[src/cpu_bus_pkg.sv]
`default_nettype none

package cpu_bus_pkg;

  // One transfer request from the core to the serializer
  typedef struct packed {
    logic        start;  // One-cycle launch strobe
    logic        write;  // 1 = store, 0 = fetch or load
    logic [31:0] addr;
    logic [31:0] wdata;
  } bus_req_t;

  // Serializer answer back to the core
  typedef struct packed {
    logic        busy;   // High from header beat to last data beat
    logic        done;   // One cycle after the last data beat
    logic [31:0] rdata;  // Valid while done is high
  } bus_rsp_t;

  // Code 0 and every unlisted code decode as a no-op
  typedef enum logic [3:0] {
    OP_LOAD  = 4'h1,
    OP_STORE = 4'h2,
    OP_ADDI  = 4'h3,
    OP_JUMP  = 4'h4,
    OP_HALT  = 4'h5
  } opcode_e;

  // Memory view, used by LOAD, STORE and JUMP
  typedef struct packed {
    opcode_e     opcode;
    logic [1:0]  reg_idx;
    logic [1:0]  spare;
    logic [23:0] addr;     // Byte address in the low 24 bits of the bus
  } instr_mem_t;

  // Immediate view, used by ADDI
  typedef struct packed {
    opcode_e            opcode;
    logic [1:0]         reg_idx;
    logic [1:0]         spare;
    logic signed [23:0] imm;
  } instr_imm_t;

  // One instruction word, read either way
  typedef union packed {
    instr_mem_t mem;
    instr_imm_t im;
  } instr_u;

  // Header beat that opens every transfer on uo_out
  localparam logic [7:0] HDR_READ  = 8'hA0;
  localparam logic [7:0] HDR_WRITE = 8'hA1;

endpackage

`default_nettype wire

[src/bus_serializer.sv]
`timescale 1ns/1ns
`default_nettype none

module bus_serializer (
  input  logic                  clk,
  input  logic                  rst_n,
  input  cpu_bus_pkg::bus_req_t req,
  output cpu_bus_pkg::bus_rsp_t rsp,
  output logic [7:0]            uo_out,
  output logic [7:0]            uio_out,
  output logic [7:0]            uio_oe,
  input  logic [7:0]            uio_in
);

  import cpu_bus_pkg::*;

  localparam logic [3:0] FIRST_ADDR_BEAT = 4'd1;
  localparam logic [3:0] LAST_ADDR_BEAT  = 4'd4;
  localparam logic [3:0] FIRST_DATA_BEAT = 4'd5;
  localparam logic [3:0] LAST_BEAT       = 4'd8;

  logic        busy_q;
  logic        done_q;
  logic [3:0]  beat_q;
  logic        write_q;
  logic [31:0] addr_q;
  logic [31:0] wdata_q;
  logic [31:0] rdata_q;
  logic [1:0]  lane;
  logic        accept;
  logic        addr_beat;
  logic        data_beat;

  // Beats 1..4 and 5..8 both map to byte lanes 0..3
  assign lane = beat_q[1:0] - 2'd1;

  assign accept    = !busy_q && req.start;
  assign addr_beat = busy_q && (beat_q >= FIRST_ADDR_BEAT) && (beat_q <= LAST_ADDR_BEAT);
  assign data_beat = busy_q && (beat_q >= FIRST_DATA_BEAT);

  // Beat counter and transfer state
  always_ff @(posedge clk or negedge rst_n) begin
    if (!rst_n) begin
      busy_q  <= 1'b0;
      done_q  <= 1'b0;
      beat_q  <= 4'd0;
      write_q <= 1'b0;
    end else begin
      done_q <= 1'b0;
      if (accept) begin
        busy_q  <= 1'b1;          // Header goes out next cycle
        beat_q  <= 4'd0;
        write_q <= req.write;
      end else if (busy_q) begin
        if (beat_q == LAST_BEAT) begin
          busy_q <= 1'b0;
          done_q <= 1'b1;         // Read word complete
          beat_q <= 4'd0;
        end else begin
          beat_q <= beat_q + 4'd1;
        end
      end
    end
  end

  // Address and data words, captured once per transfer
  always_ff @(posedge clk) begin
    if (accept) begin
      addr_q  <= req.addr;
      wdata_q <= req.wdata;
    end
    if (data_beat && !write_q) begin
      rdata_q[8*lane +: 8] <= uio_in;  // LSB first, sampled at end of beat
    end
  end

  // Pin multiplexer
  always_comb begin
    uo_out = 8'h00;
    if (busy_q && beat_q == 4'd0) begin
      uo_out = write_q ? HDR_WRITE : HDR_READ;
    end else if (addr_beat) begin
      uo_out = addr_q[8*lane +: 8];
    end
  end

  assign uio_out = (data_beat && write_q) ? wdata_q[8*lane +: 8] : 8'h00;
  assign uio_oe  = (data_beat && write_q) ? 8'hFF : 8'h00;  // Drive only on write data

  assign rsp.busy  = busy_q;
  assign rsp.done  = done_q;
  assign rsp.rdata = rdata_q;

endmodule

`default_nettype wire

[src/cpu_core.sv]
`timescale 1ns/1ns
`default_nettype none

module cpu_core #(
  parameter logic [31:0] RESET_PC = 32'h0000_0000
) (
  input  logic                  clk,
  input  logic                  rst_n,
  input  logic                  run,
  output cpu_bus_pkg::bus_req_t req,
  input  cpu_bus_pkg::bus_rsp_t rsp
);

  import cpu_bus_pkg::*;

  typedef enum logic [2:0] {
    ST_IDLE,
    ST_FETCH,
    ST_DECODE,
    ST_DATA,
    ST_HALTED
  } state_e;

  state_e      state_q;
  state_e      state_d;
  logic [31:0] pc_q;
  logic [31:0] pc_d;
  logic [31:0] pc_inc;
  instr_u      instr_q;
  logic [31:0] regs [4];
  logic [1:0]  reg_idx;
  logic [31:0] mem_addr;
  logic [31:0] imm_ext;

  logic        instr_end;
  logic        launch;
  logic        launch_write;
  logic [31:0] launch_addr;
  logic [31:0] launch_wdata;
  logic        rf_we;
  logic [31:0] rf_wdata;

  logic        start_q;
  logic        write_q;
  logic [31:0] addr_q;
  logic [31:0] wdata_q;

  assign reg_idx  = instr_q.mem.reg_idx;
  assign mem_addr = {8'h00, instr_q.mem.addr};
  assign imm_ext  = {{8{instr_q.im.imm[23]}}, instr_q.im.imm};  // Sign extend
  assign pc_inc   = pc_q + 32'd4;

  always_comb begin
    state_d      = state_q;
    pc_d         = pc_q;
    instr_end    = 1'b0;
    launch       = 1'b0;
    launch_write = 1'b0;
    launch_addr  = pc_q;
    launch_wdata = 32'h0;
    rf_we        = 1'b0;
    rf_wdata     = rsp.rdata;

    case (state_q)
      ST_IDLE: begin
        if (run && !rsp.busy) begin
          launch  = 1'b1;             // Fetch at current PC
          state_d = ST_FETCH;
        end
      end
      ST_FETCH: begin
        if (rsp.done) begin
          state_d = ST_DECODE;
        end
      end
      ST_DECODE: begin
        case (instr_q.mem.opcode)
          OP_LOAD: begin
            launch      = 1'b1;
            launch_addr = mem_addr;
            state_d     = ST_DATA;
          end
          OP_STORE: begin
            launch       = 1'b1;
            launch_write = 1'b1;
            launch_addr  = mem_addr;
            launch_wdata = regs[reg_idx];
            state_d      = ST_DATA;
          end
          OP_ADDI: begin
            rf_we     = 1'b1;
            rf_wdata  = regs[reg_idx] + imm_ext;
            pc_d      = pc_inc;
            instr_end = 1'b1;
          end
          OP_JUMP: begin
            pc_d      = mem_addr;
            instr_end = 1'b1;
          end
          OP_HALT: begin
            state_d = ST_HALTED;
          end
          default: begin
            pc_d      = pc_inc;       // Unknown codes fall through
            instr_end = 1'b1;
          end
        endcase
      end
      ST_DATA: begin
        if (rsp.done) begin
          rf_we     = (instr_q.mem.opcode == OP_LOAD);
          pc_d      = pc_inc;
          instr_end = 1'b1;
        end
      end
      default: begin
        state_d = ST_HALTED;          // Stays here until reset
      end
    endcase

    // Next fetch goes out right away unless run is low
    if (instr_end) begin
      if (run) begin
        launch      = 1'b1;
        launch_addr = pc_d;
        state_d     = ST_FETCH;
      end else begin
        state_d = ST_IDLE;
      end
    end
  end

  always_ff @(posedge clk or negedge rst_n) begin
    if (!rst_n) begin
      state_q <= ST_IDLE;
      pc_q    <= RESET_PC;
      start_q <= 1'b0;
      write_q <= 1'b0;
      for (int i = 0; i < 4; i++) begin
        regs[i] <= 32'h0;
      end
    end else begin
      state_q <= state_d;
      pc_q    <= pc_d;
      start_q <= launch;              // One-cycle strobe
      if (launch) begin
        write_q <= launch_write;
      end
      if (rf_we) begin
        regs[reg_idx] <= rf_wdata;
      end
    end
  end

  // Request payload and fetched word
  always_ff @(posedge clk) begin
    if (launch) begin
      addr_q  <= launch_addr;         // Held until done
      wdata_q <= launch_wdata;
    end
    if (state_q == ST_FETCH && rsp.done) begin
      instr_q <= rsp.rdata;
    end
  end

  assign req.start = start_q;
  assign req.write = write_q;
  assign req.addr  = addr_q;
  assign req.wdata = wdata_q;

endmodule

`default_nettype wire

[src/cpu_pin_bridge.sv]
`timescale 1ns/1ns
`default_nettype none

module cpu_pin_bridge #(
  parameter logic [31:0] RESET_PC = 32'h0000_0000
) (
  input  logic       clk,
  input  logic       rst_n,
  input  logic       ena,
  input  logic [7:0] ui_in,
  input  logic [7:0] uio_in,
  output logic [7:0] uo_out,
  output logic [7:0] uio_out,
  output logic [7:0] uio_oe
);

  import cpu_bus_pkg::*;

  bus_req_t bus_req;
  bus_rsp_t bus_rsp;

  cpu_core #(
    .RESET_PC (RESET_PC)
  ) cpu_core_inst (
    .clk   (clk),
    .rst_n (rst_n),
    .run   (ui_in[0]),   // Run level from the tile inputs
    .req   (bus_req),
    .rsp   (bus_rsp)
  );

  // Whole memory bus leaves through the 8-bit pins
  bus_serializer bus_serializer_inst (
    .clk     (clk),
    .rst_n   (rst_n),
    .req     (bus_req),
    .rsp     (bus_rsp),
    .uo_out  (uo_out),
    .uio_out (uio_out),
    .uio_oe  (uio_oe),
    .uio_in  (uio_in)
  );

endmodule

`default_nettype wire

[config.mk]
export PLATFORM = sky130hd
export DESIGN_NAME = cpu_pin_bridge
export DESIGN_NICKNAME = d
export VERILOG_FILES = /design/src/cpu_bus_pkg.sv /design/src/bus_serializer.sv /design/src/cpu_core.sv /design/src/cpu_pin_bridge.sv
export SDC_FILE = /design/constraint.sdc
export NUM_CORES = 1
export LEC_CHECK = 0
export BUFFER_PORTS_ARGS = -buffer_cell sky130_fd_sc_hd__buf_4
export CAP_MARGIN = 20
export CORE_ASPECT_RATIO = 1.25
export CORE_MARGIN = 2
export CORE_UTILIZATION = 57
export CTS_CLUSTER_SIZE = 14
export DETAILED_ROUTE_END_ITERATION = 10
export PLACE_DENSITY_LB_ADDON = 0.2
export SLEW_MARGIN = 10
export SYNTH_ARGS = -nofsm -noshare
export SYNTH_HDL_FRONTEND = slang
export SYNTH_SLANG_ARGS = --single-unit
[constraint.sdc]
create_clock -name clk -period 4.43 [get_ports clk]
set_input_delay 0.443 -clock clk [delete_from_list [all_inputs] [get_ports clk]]
set_output_delay 0.443 -clock clk [all_outputs]
set_load 0.005 [all_outputs]
==> results of run 1 <==
area by class of cell:
cell class | count | share of cell area (%)
flip-flops and latches | 362 | 51.14
well taps | 407 | 2.602
repair buffers | 68 | 2.768
multi-input cells | 1052 | 37.06
inverters | 25 | 0.4794
clock buffers | 49 | 5.222
clock inverters | 17 | 0.7287
path summary, 6_finish.rpt:
| path | slack, ns | endpoint |
|---|---|---|
| worst min-delay path | 0.25 | bus_serializer_inst.rdata_q[28]$_DFFE_PP_ |
| worst max-delay path | 0.24 | cpu_core_inst.regs[62]$_DFFE_PN0P_ |
| worst min register to register | 0.42 | bus_serializer_inst.addr_q[7]$_DFFE_PP_ |
| max in group asynchronous | 2.93 | cpu_core_inst.pc_q[26]$_DFF_PN0_ |
| min in group asynchronous | 0.51 | cpu_core_inst.regs[26]$_DFFE_PN0P_ |
| worst max register to register | 0.24 | cpu_core_inst.regs[62]$_DFFE_PN0P_ |
sequential cells by signal, summed over array words and instances (netlist names):
signal and flops:
bus_serializer_inst.addr_q 32, cpu_core_inst.addr_q 32, bus_serializer_inst.rdata_q 32, cpu_core_inst.regs 128
bus_serializer_inst.busy_q 1, bus_serializer_inst.write_q 1, bus_serializer_inst.beat_q 4, cpu_core_inst.wdata_q 32
cpu_core_inst.instr_q 30, bus_serializer_inst.wdata_q 32, cpu_core_inst.state_q 3, bus_serializer_inst.done_q 1
cpu_core_inst.write_q 1, cpu_core_inst.pc_q 32, cpu_core_inst.start_q 1
layer usage:
layer | vias up | GRT usage, %
met3 | 106 | 4.164
met5 | - | 0
li1 | 5638 | -
met2 | 464 | 47.43
met4 | 0 | 10.90
met1 | 6062 | 36.65
repair_timing:
action	CTS	global route
hold buffers	1	0
buffers inserted	0	0
hold endpoints to repair	28	0
Yosys cell counts (29+ instances only):
| cell type | instances |
|---|---|
| nand3_1 | 29 |
| dfrtp_1 | 172 |
| nand2_1 | 204 |
| clkbuf_1 | 56 |
| and2_1 | 73 |
| nor2_1 | 73 |
| a21oi_1 | 92 |
| o21ai_1 | 51 |
| o21ai_0 | 100 |
| a21o_1 | 29 |
| edfxtp_1 | 190 |
| mux2i_1 | 37 |
| mux4_2 | 48 |
| ha_1 | 39 |
critical path, stage by stage (launching register included):
cell	delay, ns
edfxtp_1	0.67
buf_4	0.39
mux4_2	0.62
ha_1	0.48
and4_1	0.32
nand4_1	0.19
nor4_1	0.30
o31ai_1	0.21
nor3b_1	0.20
xnor2_1	0.14
mux2i_1	0.31
o21ai_0	0.17
cells by family after synthesis:
family / count (synthesis) / share of synthesized area [%]
buffers and inverters: 120 / 2.903
adder cells (fa/ha/maj): 40 / 2.861
AO/OA/AOI/OAI: 374 / 12.89
AND/OR/NAND/NOR: 490 / 13.37
XOR/XNOR: 40 / 1.973
multiplexers: 108 / 9.633
flip-flops: 362 / 56.37
power groups by stage:
stage / Sequential (mW) / Clock, mW / Combinational, mW
2_1_floorplan: 4.54 / 0 / 2.03
3_3_place_gp: 4.72 / 0 / 2.70
3_5_place_dp: 4.75 / 0 / 2.78
4_1_cts: 4.69 / 3.06 / 2.80
5_1_grt: 4.77 / 3.19 / 3.08
6_report: 4.70 / 3.01 / 2.79
==> summary.md, run 1 <==
| Metric | Value |
|---|---|
| Status | `finished, final reports clean` |
| Share of cells above drive strength 1 | `13.54%` |
| Finished Core Util | `63.53%` |
| Commonest non-fill, non-tap cells in the layout | `nand2_1 (202), edfxtp_1 (190), dfrtp_1 (172), o21ai_0 (99), a21oi_1 (92)` |
| M1 wire length | `17.92 mm` |
| Ant diodes | `0` |
| Routability cong. | `0.9842` |
| Sw Pwr | `3.347 mW` |
| Top FF cell, synth | `edfxtp_1` |
| Vias per inst | `6.197` |
| Post-route setup TNS | `0 ns` |
| Final worst-path cycle share | `94.55%` |
| Routed WL | `44.62 mm` |
| Int Pwr | `7.154 mW` |
| Top cell type's share of synthesized area | `32.13%` |
| DRC | `0` |
| Least-Margin Pin Slew | `1.157 ns` |
| Clock buffer depth | `3` |
| Wire per inst | `22.54 um` |
| Setup violators final | `0` |
| Vias in the first global route | `12040` |
| Routed Antenna Nets | `0` |
| Final-report max-slew violation count | `0` |
| Sw Share | `31.87%` |
| Clock power frac | `28.6%` |
| Area of placed instances | `18400 um^2` |
| Normalized max-slew margin | `22.33%` |
| Final WS setup | `0.2414 ns` |
| Root Driver | `clkbuf_16` |
| DR iter-0 viols | `981` |
| Die ar. | `32590 um^2` |
| Synth Instances | `1534` |
| Highest metal used | `met4` |
| Most common cell after layout, fill and taps aside | `nand2_1` |
| FF+latch count, synth | `362` |
| Peak supply drop | `0.3671 mV` |
| Final min period | `4.189 ns` |
| Clock sink count | `362` |
| Synth area leader | `edfxtp_1` |
| Hold Crit Depth | `2` |
| Post-Syn Area | `17760 um^2` |
| PwrDens | `536.5 nW/um^2` |
| Vias | `12270` |
| CP Launch Point | `cpu_core_inst.instr_q[26]$_DFFE_PP_` |
| CTS H-tree lvls | `2` |
| Setup Skew | `0.01839 ns` |
| Final std cells w/o fill | `1980` |
| Register area | `10010 um^2` |
| Max frequency | `0.2387 GHz` |
| GRT overflow | `0` |
| Number of enable flip-flop cells after synthesis | `190` |
| Worst-path clk slew | `0.06 ns` |
| Asr flop ratio synth | `47.51%` |
| Post-route cell area | `19570 um^2` |
| Core Box Area | `30810 um^2` |
| Combinational Power Share | `26.6%` |
| Skew-Pair Late Insertion Delay | `0.54 ns` |
| DP Wirelength | `32.16 mm` |
| Hold_sp | `uio_in[4]` |
| Register-to-Register Path Depth | `11` |
| CP arrival | `4.56 ns` |
| Drt first pass iters | `10` |
| Pre-CTS setup slack | `0.2802 ns` |
| Top cells by area, synth | `edfxtp_1 (32%), dfrtp_1 (24%), mux4_2 (6.1%), nand2_1 (4.3%), o21ai_0 (2.8%)` |
| Endpoints failing hold | `0` |
| Layout area overhead | `10.24%` |
| CTS tree | `yes` |
| Met2 Wirelength | `22.09 mm` |
| GRT Overall Usage | `28.03%` |
| Nets | `1604` |
| Initial Util | `57.63%` |
| Initial antenna violation count | `1` |
| Inserted Clock Buffers | `36` |
| Pleak | `8.080 nW` |
| Fillers | `2463` |
| Worst hold path type | `in -> reg` |
| Row count | `72` |
| PnR Total Power | `10.50 mW` |
| Startpoint Class | `flop` |
| Total of max-cap violations | `0` |
| Hold WS | `0.2462 ns` |
| Worst Path Class, Setup | `reg -> reg` |
| Chip Height | `201.3 um` |
| RR Startpoint | `cpu_core_inst.instr_q[26]$_DFFE_PP_` |
| Die width | `161.9 um` |
| Number of port buffers | `34` |
| Post-synthesis sequential area ratio | `56.37%` |
| Syn nets | `1593` |
| Req. time, crit path | `4.80 ns` |
| Yosys warning total | `0` |
| Pin count of the biggest net entering global routing | `91` |
| Yosys cell types | `75` |
| Syn_area_per_cell | `11.57 um^2` |
| Crit-path max FO | `19` |
| # resized after CTS | `0` |
| RSZ-0062 raised after global routing | `false` |
| Placed Cells | `1913` |
| Area of the multi-input gates | `7254 um^2` |
| First-pass GRT wire length | `69.85 mm` |
| Num ports | `43` |
| Setup crit end kind | `flop` |
| WL met3 | `2.625 mm` |
| Part of the power in registers | `44.8%` |
Power figures use the tool's default switching activity.
==> inputs of run 2 (changes only) <==
CORE_UTILIZATION = 52   (was 57)
clock period = 4.72 ns   (was 4.43 ns; I/O delays follow)
==> run 2 against run 1 <==
  * The run now ends with hold timing left
  * Worst setup slack better by 0.54 ns
  * Sequential power down 6.6%
  * Global-route usage down 2.4 points
  * Core utilization down 5.0 points
  * Maximum frequency up 6.4%
  * Routed wire length up 0.28%
  * Count of clock-buffer cells in the layout up 3
  * Critical endpoint is now cpu_core_inst.regs[60]$_DFFE_PN0P_
==> summary.md, run 2 (synthesis gave the netlist of run 1 again) <==
| Metric | Value |
|---|---|
| Ant diodes | `0 (unchanged)` |
| Placed Cells | `1925 (was 1913)` |
| Skew-Pair Late Insertion Delay | `0.54 ns (about the same)` |
| Cells along the critical path | `buf_12 -> mux4_2 -> ha_1 -> fa_1 -> a21oi_1 -> o211ai_1 -> a21oi_1 -> o22ai_1 -> nand4_1 -> a21oi_1 -> o31ai_1 -> mux2_2 (was buf_4 -> mux4_2 -> ha_1 -> and4_1 -> nand4_1 -> nor4_1 -> o31ai_1 -> nor3b_1 -> xnor2_1 -> mux2i_1 -> o21ai_0)` |
| DRC | `0 (unchanged)` |
| Layout area overhead | `10.82% (was 10.24%)` |
| Number of port buffers | `34 (unchanged)` |
| M1 wire length | `18.25 mm (was 17.92 mm)` |
| Wire per inst | `22.46 um (was 22.54 um)` |
| Die width | `169.3 um (was 161.9 um)` |
| Largest Register | `cpu_core_inst.regs (unchanged)` |
| Vias per inst | `6.059 (was 6.197)` |
| Failing checks | `hold timing` |
| Drt first pass iters | `5 (was 10)` |
| RSZ-0062 raised after global routing | `false (unchanged)` |
| Hold WS | `-0.02987 ns (was 0.2462 ns)` |
| Die ar. | `35650 um^2 (was 32590 um^2)` |
| WL met3 | `2.449 mm (was 2.625 mm)` |
| Slowest cell on crit path | `mux4_2 (was edfxtp_1)` |
| CP delay by family, top | `compound AO/OA/AOI/OAI gates (was simple AND/OR/NAND/NOR gates)` |
| Endpoints failing hold | `10 (was 0)` |
| # resized after CTS | `0 (unchanged)` |
| Crit-path max FO | `20 (was 19)` |
| CP arrival | `4.41 ns (was 4.56 ns)` |
| Vias | `12070 (was 12270)` |
| Setup crit end kind | `flop (unchanged)` |
| Most frequent cell on the critical path | `a21oi_1` |
| Core Box Area | `33590 um^2 (was 30810 um^2)` |
| First-pass GRT wire length | `69.00 mm (was 69.85 mm)` |
| Initial antenna violation count | `1 (unchanged)` |
| Inserted Clock Buffers | `37 (was 36)` |
| Sw Share | `31.46% (was 31.87%)` |
| Highest metal used | `met4 (unchanged)` |
| Setup slack, reg-to-reg | `0.78 ns (was 0.24 ns)` |
| Setup violators final | `0 (unchanged)` |
| Setup Skew | `0.01457 ns (was 0.01839 ns)` |
| Routability cong. | `0.9181 (was 0.9842)` |
| RR Startpoint | `cpu_core_inst.instr_q[26]$_DFFE_PP_ (unchanged)` |
| Routed WL | `44.75 mm (was 44.62 mm)` |
| Post-route cell area | `19680 um^2 (was 19570 um^2)` |
| Peak supply drop | `0.2725 mV (was 0.3671 mV)` |
| Least-Margin Pin Slew | `1.056 ns (was 1.157 ns)` |
| Most common cell after layout, fill and taps aside | `nand2_1 (unchanged)` |
| Worst-path clk slew | `0.06 ns (about the same)` |
| DR iter-0 viols | `1092 (was 981)` |
| Final std cells w/o fill | `1992 (was 1980)` |
| Normalized max-slew margin | `29.62% (was 22.33%)` |
| Slowest stage delay, CP | `0.58 ns (was 0.67 ns)` |
| Root Driver | `clkbuf_16 (unchanged)` |
| Worst Path Class, Setup | `reg -> reg (unchanged)` |
| GRT overflow | `0 (unchanged)` |
| Startpoint Class | `flop (unchanged)` |
| Nets | `1600 (was 1604)` |
| CP Capture Point | `cpu_core_inst.regs[60]$_DFFE_PN0P_ (was cpu_core_inst.regs[62]$_DFFE_PN0P_)` |
| Commonest non-fill, non-tap cells in the layout | `nand2_1 (202), edfxtp_1 (190), dfrtp_1 (172), o21ai_0 (99), a21oi_1 (92) (unchanged)` |
| Sw Pwr | `3.167 mW (was 3.347 mW)` |
| Pre-CTS setup slack | `0.8040 ns (was 0.2802 ns)` |
| Combinational Power Share | `25.9% (was 26.6%)` |
| Vias in the first global route | `11840 (was 12040)` |
| Setup bufs post-CTS | `0 (unchanged)` |
| Max frequency | `0.2540 GHz (was 0.2387 GHz)` |
| Initial Util | `52.85% (was 57.63%)` |
| Final min period | `3.937 ns (was 4.189 ns)` |
| Final worst-path cycle share | `83.41% (was 94.55%)` |
| Pin count of the biggest net entering global routing | `89 (was 91)` |
| Register-to-Register Path Depth | `12 (was 11)` |
| Clock power frac | `30.5% (was 28.6%)` |
| Buf+Inv Stages, Crit Path | `1 (unchanged)` |
| Clock sink count | `362 (unchanged)` |
| Pleak | `8.116 nW (was 8.080 nW)` |
| Chip Height | `210.6 um (was 201.3 um)` |
| Max reg flops | `128 (unchanged)` |
| DP Wirelength | `31.96 mm (was 32.16 mm)` |
| CP Launch Point | `cpu_core_inst.instr_q[26]$_DFFE_PP_ (unchanged)` |
| Met2 Wirelength | `22.58 mm (was 22.09 mm)` |
| Post-CTS Hold Fix Bufs | `0 (was 1)` |
| GRT Overall Usage | `25.67% (was 28.03%)` |
| Final-report max-slew violation count | `0 (unchanged)` |
| Routed Antenna Nets | `0 (unchanged)` |
| Clock buffer depth | `3 (unchanged)` |
| Num ports | `43 (unchanged)` |
| Final WS setup | `0.7829 ns (was 0.2414 ns)` |
| Share of cells above drive strength 1 | `13.70% (was 13.54%)` |
| Post-route setup TNS | `0 ns (unchanged)` |
| R2r endpoint | `cpu_core_inst.regs[60]$_DFFE_PN0P_ (was cpu_core_inst.regs[62]$_DFFE_PN0P_)` |
| PwrDens | `511.6 nW/um^2 (was 536.5 nW/um^2)` |
| Req. time, crit path | `5.19 ns (was 4.80 ns)` |
| Status | `complete, but fails checks (was finished, final reports clean)` |
| Worst hold path type | `in -> async (was in -> reg)` |
| Area of placed instances | `18410 um^2 (was 18400 um^2)` |
| CTS tree | `yes (unchanged)` |
| Total of max-cap violations | `0 (unchanged)` |
| Row count | `75 (was 72)` |
| Critical path depth | `12 (was 11)` |
| Part of the power in registers | `43.6% (was 44.8%)` |
| CTS H-tree lvls | `2 (unchanged)` |
| Int Pwr | `6.900 mW (was 7.154 mW)` |
## run 2: changes by cell type in the layout (fill, tap and decap cells not counted), sizes merged
cell	before	now
dlygate4sd3	1	0
clkinv	12	7
buf	67	63
bufinv	2	4
clkbuf	49	52
clkinvlp	1	2
## run 2: layout make-up
class	count	area [um^2]
fill	2772	13920
sequential	362	10010
multi-input combinational	1052	7254
clock buffer	52	1085
tap	423	529.3
timing repair buffer	63	518.0
clock inverter	15	187.7
inverter	25	93.84
## run 2: power groups by stage
stage / clock [mW] / sequential [mW] / combinational (mW)
4_1_cts: 3.12 / 4.39 / 2.61
3_5_place_dp: 0 / 4.45 / 2.60
2_1_floorplan: 0 / 4.26 / 1.91
6_report: 3.07 / 4.39 / 2.61
5_1_grt: 3.24 / 4.45 / 2.87
3_3_place_gp: 0 / 4.42 / 2.54
## run 2: worst reg2reg max path, cell delays in order (launching register included)
cell and delay [ns]:
edfxtp_1 0.37, buf_12 0.21, mux4_2 0.59, ha_1 0.25
fa_1 0.41, a21oi_1 0.26, o211ai_1 0.18, a21oi_1 0.33
o22ai_1 0.25, nand4_1 0.18, a21oi_1 0.08, o31ai_1 0.50
mux2_2 0.26
## run 2: how the worst min path moves through the flow
stage                                             startpoint                                        end  slack (ns)  cells after the start
after global routing                                   rst_n         cpu_core_inst.regs[55]$_DFFE_PN0P_        0.05                      1
final                                                  rst_n         cpu_core_inst.regs[57]$_DFFE_PN0P_       -0.03                      1
after floorplan                                        rst_n  bus_serializer_inst.beat_q[0]$_DFFE_PN0P_        0.18                      0
after global placement    cpu_core_inst.addr_q[27]$_DFFE_PP_   bus_serializer_inst.addr_q[27]$_DFFE_PP_        0.40                      0
after CTS                                              rst_n         cpu_core_inst.regs[95]$_DFFE_PN0P_        0.02                      1
after detailed placement  cpu_core_inst.addr_q[12]$_DFFE_PP_   bus_serializer_inst.addr_q[12]$_DFFE_PP_        0.40                      0
## run 2: routing by layer
layer | global-route usage, % | up-vias
met5 | 0 | -
met4 | 8.724 | 0
met3 | 3.530 | 72
met2 | 44.41 | 375
met1 | 33.40 | 5986
li1 | - | 5637
## run 2: metrics by stage
step	total power, mW	util [%]
floorplan	6.172	-
global placement	6.963	54.75
detailed placement	7.046	54.79
CTS	10.12	58.57
global route	10.56	58.57
finish	10.07	58.57
